[src/common/rs_defines.svh]
// Reservation station sizing and op-class codes
// Shared by the RTL and the testbench
`ifndef RS_DEFINES_SVH
`define RS_DEFINES_SVH

////////////////////////////////////////////////////////////////////////////
// Station and core sizes
////////////////////////////////////////////////////////////////////////////

`define RS_SIZE    8   // Station entries
`define PRF_SIZE   64  // Physical registers
`define ROB_SIZE   32  // Reorder buffer slots
`define DATA_WIDTH 64  // Operand width

////////////////////////////////////////////////////////////////////////////
// Op classes, taken from op type bits [5:3]
////////////////////////////////////////////////////////////////////////////

`define OPCLASS_INT   3'h2  // Op type 0x10
`define OPCLASS_LOAD  3'h4  // Op type 0x20
`define OPCLASS_STORE 3'h5  // Op type 0x28

`endif

[src/common/rs_pkg.sv]
// Reservation station types
// Width typedefs and the code enums used by the station and its testbench
`default_nettype none

`include "rs_defines.svh"

package rs_pkg;

	typedef logic [`DATA_WIDTH-1:0]        word_t;       // One operand
	typedef logic [$clog2(`PRF_SIZE)-1:0]  phys_tag_t;   // Physical register tag
	typedef logic [$clog2(`ROB_SIZE)-1:0]  rob_idx_t;    // Reorder buffer index
	typedef logic [5:0]                    op_type_t;    // Decoder op type
	typedef logic [`RS_SIZE-1:0]           entry_mask_t; // One bit per entry

	// ALU functions from the decoder
	typedef enum logic [4:0] {
		ALU_ADDQ    = 5'h00,
		ALU_SUBQ    = 5'h01,
		ALU_AND     = 5'h02,
		ALU_MULQ    = 5'h03,
		ALU_DEFAULT = 5'h1f  // Idle issue port
	} alu_func_t;

	// Unit class of an instruction
	typedef enum logic [1:0] {
		USE_ADDER      = 2'd0,
		USE_MULTIPLIER = 2'd1,
		USE_MEMORY     = 2'd2
	} fu_select_t;

	// Free entry report to rename
	typedef enum logic [1:0] {
		RS_NO_ENTRY_EMPTY          = 2'd0,
		RS_ONE_ENTRY_EMPTY         = 2'd1,
		RS_TWO_OR_MORE_ENTRY_EMPTY = 2'd2
	} rs_full_t;

endpackage

`default_nettype wire

[src/rs/rs_dispatch.sv]
// Reservation station dispatch
// Decodes the unit class, forwards a same-cycle result broadcast into the
// operands, grants the lowest free entry and reports how many are free
`timescale 1ns/1ps
`default_nettype none

`include "rs_defines.svh"

module rs_dispatch (
	input  logic                load,
	input  rs_pkg::op_type_t    op_type,
	input  rs_pkg::alu_func_t   alu_func,
	input  rs_pkg::word_t       opa,
	input  rs_pkg::word_t       opb,
	input  logic                opa_valid,
	input  logic                opb_valid,
	input  rs_pkg::word_t       cdb_data,
	input  rs_pkg::phys_tag_t   cdb_tag,
	input  logic                cdb_valid,
	input  rs_pkg::entry_mask_t entry_busy,
	output rs_pkg::entry_mask_t entry_load,
	output rs_pkg::fu_select_t  fu_select,
	output rs_pkg::word_t       opa_fwd,
	output rs_pkg::word_t       opb_fwd,
	output logic                opa_fwd_valid,
	output logic                opb_fwd_valid,
	output rs_pkg::rs_full_t    rs_full
);
	import rs_pkg::*;

	logic [2:0]                op_class;
	phys_tag_t                 opa_tag;
	phys_tag_t                 opb_tag;
	logic [$clog2(`RS_SIZE):0] free_count;

	assign op_class = op_type[5:3];
	assign opa_tag  = opa[$bits(phys_tag_t)-1:0];  // Tag sits in the low bits
	assign opb_tag  = opb[$bits(phys_tag_t)-1:0];

	always_comb begin
		if (op_class == `OPCLASS_INT && alu_func == ALU_MULQ) begin
			fu_select = USE_MULTIPLIER;
		end else if (op_class == `OPCLASS_LOAD || op_class == `OPCLASS_STORE) begin
			fu_select = USE_MEMORY;
		end else begin
			fu_select = USE_ADDER;
		end
	end

	// Result broadcast in the dispatch cycle
	always_comb begin
		opa_fwd       = opa;
		opa_fwd_valid = opa_valid;
		opb_fwd       = opb;
		opb_fwd_valid = opb_valid;
		if (!opa_valid && cdb_valid && cdb_tag == opa_tag) begin
			opa_fwd       = cdb_data;
			opa_fwd_valid = 1'b1;
		end
		if (!opb_valid && cdb_valid && cdb_tag == opb_tag) begin
			opb_fwd       = cdb_data;
			opb_fwd_valid = 1'b1;
		end
	end

	////////////////////////////////////////////////////////////////////////////
	// Entry allocation and free count
	////////////////////////////////////////////////////////////////////////////

	always_comb begin
		entry_load = '0;
		free_count = '0;
		for (int i = `RS_SIZE-1; i >= 0; i--) begin  // Last hit is the lowest index
			if (!entry_busy[i]) begin
				entry_load    = '0;
				entry_load[i] = load;
				free_count    = free_count + 1;
			end
		end
	end

	always_comb begin
		if (free_count >= 2) begin
			rs_full = RS_TWO_OR_MORE_ENTRY_EMPTY;
		end else if (free_count == 1) begin
			rs_full = RS_ONE_ENTRY_EMPTY;
		end else begin
			rs_full = RS_NO_ENTRY_EMPTY;
		end
	end

	// At most one entry loads, and never one still holding an instruction
	always_comb begin
		assert final ($onehot0(entry_load) && (entry_load & entry_busy) == '0)
			else $error("dispatch grant 0x%h overlaps busy 0x%h", entry_load, entry_busy);
	end

endmodule

`default_nettype wire

[src/rs/rs_entry.sv]
// Reservation station entry
// Holds one instruction, wakes its operands from the result bus and
// reports busy and ready to the issue logic
`timescale 1ns/1ps
`default_nettype none

module rs_entry (
	input  logic               clock,
	input  logic               reset,
	input  logic               load,
	input  logic               free,
	input  rs_pkg::phys_tag_t  dest_tag_in,
	input  rs_pkg::rob_idx_t   rob_idx_in,
	input  rs_pkg::op_type_t   op_type_in,
	input  rs_pkg::alu_func_t  alu_func_in,
	input  rs_pkg::fu_select_t fu_select_in,
	input  rs_pkg::word_t      opa_in,
	input  rs_pkg::word_t      opb_in,
	input  logic               opa_valid_in,
	input  logic               opb_valid_in,
	input  rs_pkg::word_t      cdb_data,
	input  rs_pkg::phys_tag_t  cdb_tag,
	input  logic               cdb_valid,
	output logic               busy,
	output logic               ready,
	output rs_pkg::word_t      opa,
	output rs_pkg::word_t      opb,
	output rs_pkg::phys_tag_t  dest_tag,
	output rs_pkg::rob_idx_t   rob_idx,
	output rs_pkg::op_type_t   op_type,
	output rs_pkg::alu_func_t  alu_func,
	output rs_pkg::fu_select_t fu_select
);
	import rs_pkg::*;

	logic      opa_valid;
	logic      opb_valid;
	phys_tag_t opa_tag;
	phys_tag_t opb_tag;
	logic      opa_wake;
	logic      opb_wake;

	assign opa_tag  = opa[$bits(phys_tag_t)-1:0];  // Waiting operand holds its tag
	assign opb_tag  = opb[$bits(phys_tag_t)-1:0];
	assign opa_wake = busy && !opa_valid && cdb_valid && cdb_tag == opa_tag;
	assign opb_wake = busy && !opb_valid && cdb_valid && cdb_tag == opb_tag;

	assign ready = busy && opa_valid && opb_valid;

	////////////////////////////////////////////////////////////////////////////
	// Occupancy and operand state
	////////////////////////////////////////////////////////////////////////////

	always_ff @(posedge clock) begin
		if (reset) begin
			busy      <= 1'b0;
			opa_valid <= 1'b0;
			opb_valid <= 1'b0;
		end else if (load) begin
			busy      <= 1'b1;
			opa_valid <= opa_valid_in;
			opb_valid <= opb_valid_in;
		end else begin
			if (free) begin
				busy <= 1'b0;  // Issued this cycle
			end
			if (opa_wake) begin
				opa_valid <= 1'b1;
			end
			if (opb_wake) begin
				opb_valid <= 1'b1;
			end
		end
	end

	// Instruction fields and operand data
	always_ff @(posedge clock) begin
		if (load) begin
			opa       <= opa_in;
			opb       <= opb_in;
			dest_tag  <= dest_tag_in;
			rob_idx   <= rob_idx_in;
			op_type   <= op_type_in;
			alu_func  <= alu_func_in;
			fu_select <= fu_select_in;
		end else begin
			if (opa_wake) begin
				opa <= cdb_data;
			end
			if (opb_wake) begin
				opb <= cdb_data;
			end
		end
	end

	// Dispatch only targets an empty entry
	load_while_busy: assert property (@(posedge clock) disable iff (reset) load |-> !busy)
		else $error("entry loaded while still holding an instruction");

	// Issue only frees an entry whose operands are complete
	free_not_ready: assert property (@(posedge clock) disable iff (reset) free |-> ready)
		else $error("entry freed before it was ready");

endmodule

`default_nettype wire

[src/rs/rs_issue_select.sv]
// Reservation station issue selection
// For each free unit, picks the lowest ready entry of its class, drives its
// fields to the unit and frees that entry
`timescale 1ns/1ps
`default_nettype none

`include "rs_defines.svh"

module rs_issue_select (
	input  logic                mult_available,
	input  logic                adder_available,
	input  logic                memory_available,
	input  rs_pkg::entry_mask_t entry_ready,
	input  rs_pkg::word_t       entry_opa       [`RS_SIZE-1:0],
	input  rs_pkg::word_t       entry_opb       [`RS_SIZE-1:0],
	input  rs_pkg::phys_tag_t   entry_dest_tag  [`RS_SIZE-1:0],
	input  rs_pkg::rob_idx_t    entry_rob_idx   [`RS_SIZE-1:0],
	input  rs_pkg::op_type_t    entry_op_type   [`RS_SIZE-1:0],
	input  rs_pkg::alu_func_t   entry_alu_func  [`RS_SIZE-1:0],
	input  rs_pkg::fu_select_t  entry_fu_select [`RS_SIZE-1:0],
	output rs_pkg::entry_mask_t entry_free,
	output rs_pkg::word_t       mult_opa,
	output rs_pkg::word_t       mult_opb,
	output rs_pkg::phys_tag_t   mult_dest_tag,
	output rs_pkg::rob_idx_t    mult_rob_idx,
	output rs_pkg::op_type_t    mult_op_type,
	output rs_pkg::alu_func_t   mult_alu_func,
	output logic                mult_valid,
	output rs_pkg::word_t       adder_opa,
	output rs_pkg::word_t       adder_opb,
	output rs_pkg::phys_tag_t   adder_dest_tag,
	output rs_pkg::rob_idx_t    adder_rob_idx,
	output rs_pkg::op_type_t    adder_op_type,
	output rs_pkg::alu_func_t   adder_alu_func,
	output logic                adder_valid,
	output rs_pkg::word_t       mem_opa,
	output rs_pkg::word_t       mem_opb,
	output rs_pkg::phys_tag_t   mem_dest_tag,
	output rs_pkg::rob_idx_t    mem_rob_idx,
	output rs_pkg::op_type_t    mem_op_type,
	output rs_pkg::alu_func_t   mem_alu_func,
	output logic                mem_valid
);
	import rs_pkg::*;

	// Unit 0 is the multiplier, 1 the adder, 2 memory
	localparam fu_select_t unit_class [3] = '{USE_MULTIPLIER, USE_ADDER, USE_MEMORY};

	logic [2:0]  unit_available;
	entry_mask_t grant        [3];
	word_t       sel_opa      [3];
	word_t       sel_opb      [3];
	phys_tag_t   sel_dest_tag [3];
	rob_idx_t    sel_rob_idx  [3];
	op_type_t    sel_op_type  [3];
	alu_func_t   sel_alu_func [3];

	assign unit_available = {memory_available, adder_available, mult_available};

	always_comb begin
		for (int u = 0; u < 3; u++) begin
			grant[u]        = '0;
			sel_opa[u]      = '0;
			sel_opb[u]      = '0;
			sel_dest_tag[u] = '0;
			sel_rob_idx[u]  = '0;
			sel_op_type[u]  = '0;
			sel_alu_func[u] = ALU_DEFAULT;  // Idle port
			for (int i = `RS_SIZE-1; i >= 0; i--) begin  // Lowest match wins
				if (unit_available[u] && entry_ready[i] &&
				    entry_fu_select[i] == unit_class[u]) begin
					grant[u]        = '0;
					grant[u][i]     = 1'b1;
					sel_opa[u]      = entry_opa[i];
					sel_opb[u]      = entry_opb[i];
					sel_dest_tag[u] = entry_dest_tag[i];
					sel_rob_idx[u]  = entry_rob_idx[i];
					sel_op_type[u]  = entry_op_type[i];
					sel_alu_func[u] = entry_alu_func[i];
				end
			end
		end
	end

	assign entry_free = grant[0] | grant[1] | grant[2];

	////////////////////////////////////////////////////////////////////////////
	// Unit ports
	////////////////////////////////////////////////////////////////////////////

	assign mult_opa       = sel_opa[0];
	assign mult_opb       = sel_opb[0];
	assign mult_dest_tag  = sel_dest_tag[0];
	assign mult_rob_idx   = sel_rob_idx[0];
	assign mult_op_type   = sel_op_type[0];
	assign mult_alu_func  = sel_alu_func[0];
	assign mult_valid     = |grant[0];

	assign adder_opa      = sel_opa[1];
	assign adder_opb      = sel_opb[1];
	assign adder_dest_tag = sel_dest_tag[1];
	assign adder_rob_idx  = sel_rob_idx[1];
	assign adder_op_type  = sel_op_type[1];
	assign adder_alu_func = sel_alu_func[1];
	assign adder_valid    = |grant[1];

	assign mem_opa        = sel_opa[2];
	assign mem_opb        = sel_opb[2];
	assign mem_dest_tag   = sel_dest_tag[2];
	assign mem_rob_idx    = sel_rob_idx[2];
	assign mem_op_type    = sel_op_type[2];
	assign mem_alu_func   = sel_alu_func[2];
	assign mem_valid      = |grant[2];

	// Class decoded at dispatch keeps the units apart
	always_comb begin
		assert final ((grant[0] & grant[1]) == '0 && (grant[0] & grant[2]) == '0 &&
		              (grant[1] & grant[2]) == '0)
			else $error("one entry granted to two units");
	end

endmodule

`default_nettype wire

[src/rs/rs.sv]
// Reservation station top level
// Eight entries fed by one dispatch port and one result bus, issuing to a
// multiplier, an adder and a memory unit
`timescale 1ns/1ps
`default_nettype none

`include "rs_defines.svh"

module rs (
	input  logic               clock,
	input  logic               reset,
	// Dispatch from rename
	input  logic               load,
	input  rs_pkg::phys_tag_t  dest_tag,
	input  rs_pkg::word_t      opa,
	input  logic               opa_valid,
	input  rs_pkg::word_t      opb,
	input  logic               opb_valid,
	input  rs_pkg::op_type_t   op_type,
	input  rs_pkg::alu_func_t  alu_func,
	input  rs_pkg::rob_idx_t   rob_idx,
	// Result bus
	input  rs_pkg::word_t      cdb_data,
	input  rs_pkg::phys_tag_t  cdb_tag,
	input  logic               cdb_valid,
	// Unit status
	input  logic               mult_available,
	input  logic               adder_available,
	input  logic               memory_available,
	// Multiplier issue
	output rs_pkg::word_t      mult_opa,
	output rs_pkg::word_t      mult_opb,
	output rs_pkg::phys_tag_t  mult_dest_tag,
	output rs_pkg::rob_idx_t   mult_rob_idx,
	output rs_pkg::op_type_t   mult_op_type,
	output rs_pkg::alu_func_t  mult_alu_func,
	output logic               mult_valid,
	// Adder issue
	output rs_pkg::word_t      adder_opa,
	output rs_pkg::word_t      adder_opb,
	output rs_pkg::phys_tag_t  adder_dest_tag,
	output rs_pkg::rob_idx_t   adder_rob_idx,
	output rs_pkg::op_type_t   adder_op_type,
	output rs_pkg::alu_func_t  adder_alu_func,
	output logic               adder_valid,
	// Memory issue
	output rs_pkg::word_t      mem_opa,
	output rs_pkg::word_t      mem_opb,
	output rs_pkg::phys_tag_t  mem_dest_tag,
	output rs_pkg::rob_idx_t   mem_rob_idx,
	output rs_pkg::op_type_t   mem_op_type,
	output rs_pkg::alu_func_t  mem_alu_func,
	output logic               mem_valid,
	output rs_pkg::rs_full_t   rs_full
);
	import rs_pkg::*;

	entry_mask_t entry_load;
	entry_mask_t entry_busy;
	entry_mask_t entry_ready;
	entry_mask_t entry_free;
	fu_select_t  fu_select;
	word_t       opa_fwd;
	word_t       opb_fwd;
	logic        opa_fwd_valid;
	logic        opb_fwd_valid;

	// Per-entry fields toward issue
	word_t       entry_opa       [`RS_SIZE-1:0];
	word_t       entry_opb       [`RS_SIZE-1:0];
	phys_tag_t   entry_dest_tag  [`RS_SIZE-1:0];
	rob_idx_t    entry_rob_idx   [`RS_SIZE-1:0];
	op_type_t    entry_op_type   [`RS_SIZE-1:0];
	alu_func_t   entry_alu_func  [`RS_SIZE-1:0];
	fu_select_t  entry_fu_select [`RS_SIZE-1:0];

	rs_dispatch dispatch_inst (
		.load          (load),
		.op_type       (op_type),
		.alu_func      (alu_func),
		.opa           (opa),
		.opb           (opb),
		.opa_valid     (opa_valid),
		.opb_valid     (opb_valid),
		.cdb_data      (cdb_data),
		.cdb_tag       (cdb_tag),
		.cdb_valid     (cdb_valid),
		.entry_busy    (entry_busy),
		.entry_load    (entry_load),
		.fu_select     (fu_select),
		.opa_fwd       (opa_fwd),
		.opb_fwd       (opb_fwd),
		.opa_fwd_valid (opa_fwd_valid),
		.opb_fwd_valid (opb_fwd_valid),
		.rs_full       (rs_full)
	);

	for (genvar i = 0; i < `RS_SIZE; i++) begin : g_entry
		rs_entry entry_inst (
			.clock        (clock),
			.reset        (reset),
			.load         (entry_load[i]),
			.free         (entry_free[i]),
			.dest_tag_in  (dest_tag),
			.rob_idx_in   (rob_idx),
			.op_type_in   (op_type),
			.alu_func_in  (alu_func),
			.fu_select_in (fu_select),
			.opa_in       (opa_fwd),
			.opb_in       (opb_fwd),
			.opa_valid_in (opa_fwd_valid),
			.opb_valid_in (opb_fwd_valid),
			.cdb_data     (cdb_data),
			.cdb_tag      (cdb_tag),
			.cdb_valid    (cdb_valid),
			.busy         (entry_busy[i]),
			.ready        (entry_ready[i]),
			.opa          (entry_opa[i]),
			.opb          (entry_opb[i]),
			.dest_tag     (entry_dest_tag[i]),
			.rob_idx      (entry_rob_idx[i]),
			.op_type      (entry_op_type[i]),
			.alu_func     (entry_alu_func[i]),
			.fu_select    (entry_fu_select[i])
		);
	end

	rs_issue_select select_inst (
		.mult_available   (mult_available),
		.adder_available  (adder_available),
		.memory_available (memory_available),
		.entry_ready      (entry_ready),
		.entry_opa        (entry_opa),
		.entry_opb        (entry_opb),
		.entry_dest_tag   (entry_dest_tag),
		.entry_rob_idx    (entry_rob_idx),
		.entry_op_type    (entry_op_type),
		.entry_alu_func   (entry_alu_func),
		.entry_fu_select  (entry_fu_select),
		.entry_free       (entry_free),
		.mult_opa         (mult_opa),
		.mult_opb         (mult_opb),
		.mult_dest_tag    (mult_dest_tag),
		.mult_rob_idx     (mult_rob_idx),
		.mult_op_type     (mult_op_type),
		.mult_alu_func    (mult_alu_func),
		.mult_valid       (mult_valid),
		.adder_opa        (adder_opa),
		.adder_opb        (adder_opb),
		.adder_dest_tag   (adder_dest_tag),
		.adder_rob_idx    (adder_rob_idx),
		.adder_op_type    (adder_op_type),
		.adder_alu_func   (adder_alu_func),
		.adder_valid      (adder_valid),
		.mem_opa          (mem_opa),
		.mem_opb          (mem_opb),
		.mem_dest_tag     (mem_dest_tag),
		.mem_rob_idx      (mem_rob_idx),
		.mem_op_type      (mem_op_type),
		.mem_alu_func     (mem_alu_func),
		.mem_valid        (mem_valid)
	);

endmodule

`default_nettype wire

[config.mk]
export PLATFORM = sky130hd
export DESIGN_NAME = rs
export DESIGN_NICKNAME = d
export VERILOG_FILES = /design/src/common/rs_pkg.sv /design/src/rs/rs_dispatch.sv /design/src/rs/rs_entry.sv /design/src/rs/rs_issue_select.sv /design/src/rs/rs.sv
export VERILOG_INCLUDE_DIRS = /design/src /design/src/common
export SDC_FILE = /design/constraint.sdc
export NUM_CORES = 2
export LEC_CHECK = 0
export BUFFER_PORTS_ARGS = -buffer_cell sky130_fd_sc_hd__buf_2
export CAP_MARGIN = 10
export CELL_PAD_IN_SITES_DETAIL_PLACEMENT = 2
export CELL_PAD_IN_SITES_GLOBAL_PLACEMENT = 2
export CORE_MARGIN = 4
export CORE_UTILIZATION = 36
export DETAILED_ROUTE_END_ITERATION = 16
export GPL_ROUTABILITY_DRIVEN = 0
export PLACE_DENSITY = 0.73
export RECOVER_POWER = 25
export SLEW_MARGIN = 30
export SYNTH_ARGS = -nofsm -noshare
export SYNTH_HDL_FRONTEND = slang
export SYNTH_SLANG_ARGS = --single-unit
[constraint.sdc]
create_clock -name clock -period 9.79 [get_ports clock]
set_input_delay 1.4685 -clock clock [delete_from_list [all_inputs] [get_ports clock]]
set_output_delay 1.4685 -clock clock [all_outputs]
set_load 0.02 [all_outputs]
==> flow_metrics.tcl <==
set metrics [dict create \
    run_status "finished, violations left" \
    violations "capacitance limit, slew limit" \
    ys_dominant_reg_cell "sky130_fd_sc_hd__edfxtp_1" \
    cts_tree "done" \
    hpwlAfterDp_um 239000 \
    synth_enable_flop_cells 1216 \
    startpoint_type "input port" \
    worstSetupPathType "in2out" \
    stages_on_worst_setup_path 8 \
    max_stage_delay_ns 2.82 \
    rr_endpoint "g_entry[7].entry_inst.opb[57]" \
    synth-seq-cells 1240 \
    finalWorstPathRequiredPeriod_ns 8.61 \
    power_density_nw_per_um2 145 \
    cp_max_fo 60 \
    cts.hold.buffers_added 0 \
    total_power_w 0.0124 \
    drv.max_cap_violation_count 25 \
    report.final.setup_viol 0 \
    min_path_type "reg2reg" \
    relSlewSlack_pct -171 \
    crit_required_ns 8.32 \
    fin_worst_hold_slack_ns 0.541 \
    syn_std_cell_area_um2 75300 \
    postRouteWirelength_um 409000 \
    netlist_top_cells_area "sky130_fd_sc_hd__edfxtp_1 48%, sky130_fd_sc_hd__mux2_2 15%, sky130_fd_sc_hd__a221oi_1 8.4%" \
    r2r-start "g_entry[0].entry_inst.busy" \
    critical_path.most_common_cell "sky130_fd_sc_hd__buf_2" \
    max-clock-path-buffers 3 \
    worst_ir_drop_vdd_mv 0.185 \
    setup_crit_end "adder_opb[15]" \
    timing.final.crit_share_pct 87.9 \
    grt_start_max_net_pins 149 \
    viasPerCell 7.35 \
    worstSetupEndpointType "output pin" \
    cp_slowest_cell "sky130_fd_sc_hd__clkbuf_1" \
    area_growth_syn_to_layout_pct 13.7 \
    fmax_ghz 0.116 \
    vias_in_the_first_global_route 75800 \
    avg_synthesized_cell_area_um2 11.2 \
    gr-usage-met3_pct 9.93 \
    numClockSinks 1240 \
    detail-route-antenna-nets 0 \
    synthCells 6710 \
    detailedPlace.worstSlack_ns 3.17 \
    timing.final.ws_setup_ns 1.18 \
    timing.critical_path.from "adder_available" \
    grt_use_met1_pct 46.4 \
    drt_first_pass_iters 9 \
    post_cts.repair.setup_buffers 0 \
    p_leak_nw 28.5 \
    fin_setup_tns_ns 0 \
    drcViolationCount 0 \
    yosys.area.top_type "sky130_fd_sc_hd__edfxtp_1" \
    core_area_um2 208000 \
    synthesis.nets 6948 \
    detailedRoute.firstIterationViolations 10800 \
    initial_antenna_violation_count 69 \
    drv_slew 741 \
    die_height_um 465 \
    hold_violations 0 \
    dr_total_vias 72600 \
    worst-r2r-setup-slack_ns 3.48 \
    yosysSeqAreaShare_pct 49.1 \
    h-tree-depth 4 \
    initial_core_util_pct 36.3 \
    yosysTopAreaCellShare_pct 48.5 \
    ys_warn_count 0 \
    skew_ns 0.0501 \
    die_width_um 465 \
    io-pin-count 684 \
    drive_above_1_share_pct 29.5 \
    worstSkewPairLatency_ns 0.86 \
    drt-wirelength-per-cell_um 41.4 \
    globalRouteTotalUtil_pct 36.3 \
    global_route.peak_usage_layer "met2" \
    grt_pass1_wl_um 576000 \
    ys_types 79 \
    clk_pin_slew_worst_paths_ns 0.06 \
    postLayoutCoreUtil_pct 41.2 \
    worstRegToRegCells 8 \
    met2_global_route_usage_pct 56.0 \
    rows 167 \
    resized_gates_after_cts 0 \
    numCtsBuffers 152 \
    critPathTopFamily "buffers and inverters" \
    grt_setup_unrepaired "false" \
    cp.buffers_inverters 5 \
    worstPathCellList "buf_2, inv_2, nor4_2, clkbuf_1, buf_6, a221oi_1, o22ai_1, buf_2" \
    worst_ep_arrival_time_ns 7.14 \
    worst_hold_startpoint "g_entry[3].entry_inst.opa_valid" \
    postSynth.asyncResetShare_pct 0 \
    worst_slew_pin_slew_ns 4.06 \
    final_net_count 7174 \
    placement.io_buffers 683 \
    grt_overflow 0 \
    cts_root_buf "sky130_fd_sc_hd__clkbuf_16" \
    floorplan.die_area_um2 217000 \
]
==> Yosys cell counts, types with 9 or more instances <==
master                        n
sky130_fd_sc_hd__clkbuf_1   489
sky130_fd_sc_hd__nand3_1    177
sky130_fd_sc_hd__mux2_2    1013
sky130_fd_sc_hd__mux2_1      13
sky130_fd_sc_hd__xor2_1      56
sky130_fd_sc_hd__nand2b_1    19
sky130_fd_sc_hd__buf_1       70
sky130_fd_sc_hd__a211oi_1   156
sky130_fd_sc_hd__buf_2      159
sky130_fd_sc_hd__dfxtp_1     24
sky130_fd_sc_hd__nor2_2      12
sky130_fd_sc_hd__nor3_1     312
sky130_fd_sc_hd__o22ai_1    436
sky130_fd_sc_hd__edfxtp_1  1216
sky130_fd_sc_hd__or3_1        9
sky130_fd_sc_hd__or4_1        9
sky130_fd_sc_hd__a22oi_1     20
sky130_fd_sc_hd__nor2_1     627
sky130_fd_sc_hd__o221ai_1   159
sky130_fd_sc_hd__a221oi_1   722
sky130_fd_sc_hd__nand4_1     17
sky130_fd_sc_hd__a222oi_1   145
sky130_fd_sc_hd__inv_1       18
sky130_fd_sc_hd__buf_4       53
sky130_fd_sc_hd__o211ai_1    11
sky130_fd_sc_hd__a21oi_1    191
sky130_fd_sc_hd__nand2_1    205
sky130_fd_sc_hd__ha_1         9
sky130_fd_sc_hd__o21ai_0    171
sky130_fd_sc_hd__nor4_1      17
sky130_fd_sc_hd__xnor2_1     63
==> tightest hold or removal path, stage by stage, from the launching register on <==
cell,delay [ns]
sky130_fd_sc_hd__dfxtp_1,0.33
sky130_fd_sc_hd__nor2_1,0.11
sky130_fd_sc_hd__a211oi_1,0.06
==> cell families (layout without fill, tap and decap cells) <==
logic type / count (synthesis) / after routing / synth area share, %
and+or+nand+nor: 1453 / 1453 / 8.67
buffers and inverters: 800 / 1140 / 4.59
AOI/OAI and AO/OA: 2060 / 2060 / 20.7
adders and majority gates: 9 / 9 / 0.149
other: 0 / 41 / 0
xor gates and xnor gates: 122 / 122 / 1.47
DFF: 1240 / 1240 / 49.1
muxes: 1026 / 1026 / 15.3
==> registers in the layout, summed over array words and instances (netlist names) <==
register and cells:
g_entry.entry_inst.opa 512, g_entry.entry_inst.rob_idx 40, g_entry.entry_inst.opb 512, g_entry.entry_inst.opb_valid 8, g_entry.entry_inst.opa_valid 8, g_entry.entry_inst.fu_select 16
g_entry.entry_inst.op_type 48, g_entry.entry_inst.dest_tag 48, g_entry.entry_inst.busy 8, g_entry.entry_inst.alu_func 40
==> placed cells by master (no fill, tap or decap), types with 18 or more instances in the layout <==
cell type / n
sky130_fd_sc_hd__nand3_1: 175
sky130_fd_sc_hd__nand2_1: 203
sky130_fd_sc_hd__buf_2: 659
sky130_fd_sc_hd__edfxtp_1: 1216
sky130_fd_sc_hd__xnor2_1: 63
sky130_fd_sc_hd__a21oi_1: 191
sky130_fd_sc_hd__clkinv_1: 28
sky130_fd_sc_hd__mux2_2: 1011
sky130_fd_sc_hd__clkbuf_16: 156
sky130_fd_sc_hd__a22oi_1: 20
sky130_fd_sc_hd__buf_4: 104
sky130_fd_sc_hd__a222oi_1: 145
sky130_fd_sc_hd__buf_12: 25
sky130_fd_sc_hd__diode_2: 41
sky130_fd_sc_hd__nor2_1: 626
sky130_fd_sc_hd__nor3_1: 305
sky130_fd_sc_hd__o221ai_1: 159
sky130_fd_sc_hd__clkbuf_1: 100
sky130_fd_sc_hd__o21ai_0: 167
sky130_fd_sc_hd__a221oi_1: 722
sky130_fd_sc_hd__nand4_1: 18
sky130_fd_sc_hd__dfxtp_1: 24
sky130_fd_sc_hd__xor2_1: 56
sky130_fd_sc_hd__o22ai_1: 434
sky130_fd_sc_hd__a211oi_1: 156
==> stage by stage <==
stage,instances,instance area (µm²)
final,9879,85600
after global placement,9561,80800
after floorplan,6710,75300
after CTS,9833,85600
after global routing,9854,85600
after detailed placement,9565,80900
==> layer usage <==
layer  part of all wire (%)  wire length (µm)
met1                     38            155000
met2                     45            184000
met4                    5.5             22600
met3                     12             47700
met5                  0.064               260
==> final cells by class <==
cell class / count / area [µm²]
Fill cell: 21400 / 122000
Antenna cell: 41 / 103
Sequential cell: 1240 / 37000
Clock inverter: 61 / 602
Clock buffer: 207 / 4130
Inverter: 20 / 75.1
Timing Repair Buffer: 852 / 4990
Multi-Input combinational cell: 4670 / 35200
Tap cell: 2788 / 3490
==> report_power, final <==
| group | switching (W) | total, W | internal (W) |
|---|---|---|---|
| Combinational | 0.000445 | 0.000728 | 0.000283 |
| Sequential | 0.0000797 | 0.00603 | 0.00595 |
| Clock | 0.00249 | 0.00563 | 0.00314 |
| Total | 0.00301 | 0.0124 | 0.00937 |
==> worst min-delay path by stage <==
stage | cells after the start | to
6_report | 2 | g_entry[3].entry_inst.opa_valid
5_1_grt | 2 | g_entry[3].entry_inst.opa_valid
4_1_cts | 2 | g_entry[3].entry_inst.opa_valid
3_5_place_dp | 2 | g_entry[3].entry_inst.opa_valid
3_3_place_gp | 2 | g_entry[2].entry_inst.opb_valid
2_1_floorplan | 2 | g_entry[1].entry_inst.opb_valid
(Power assumes the default switching activity.)
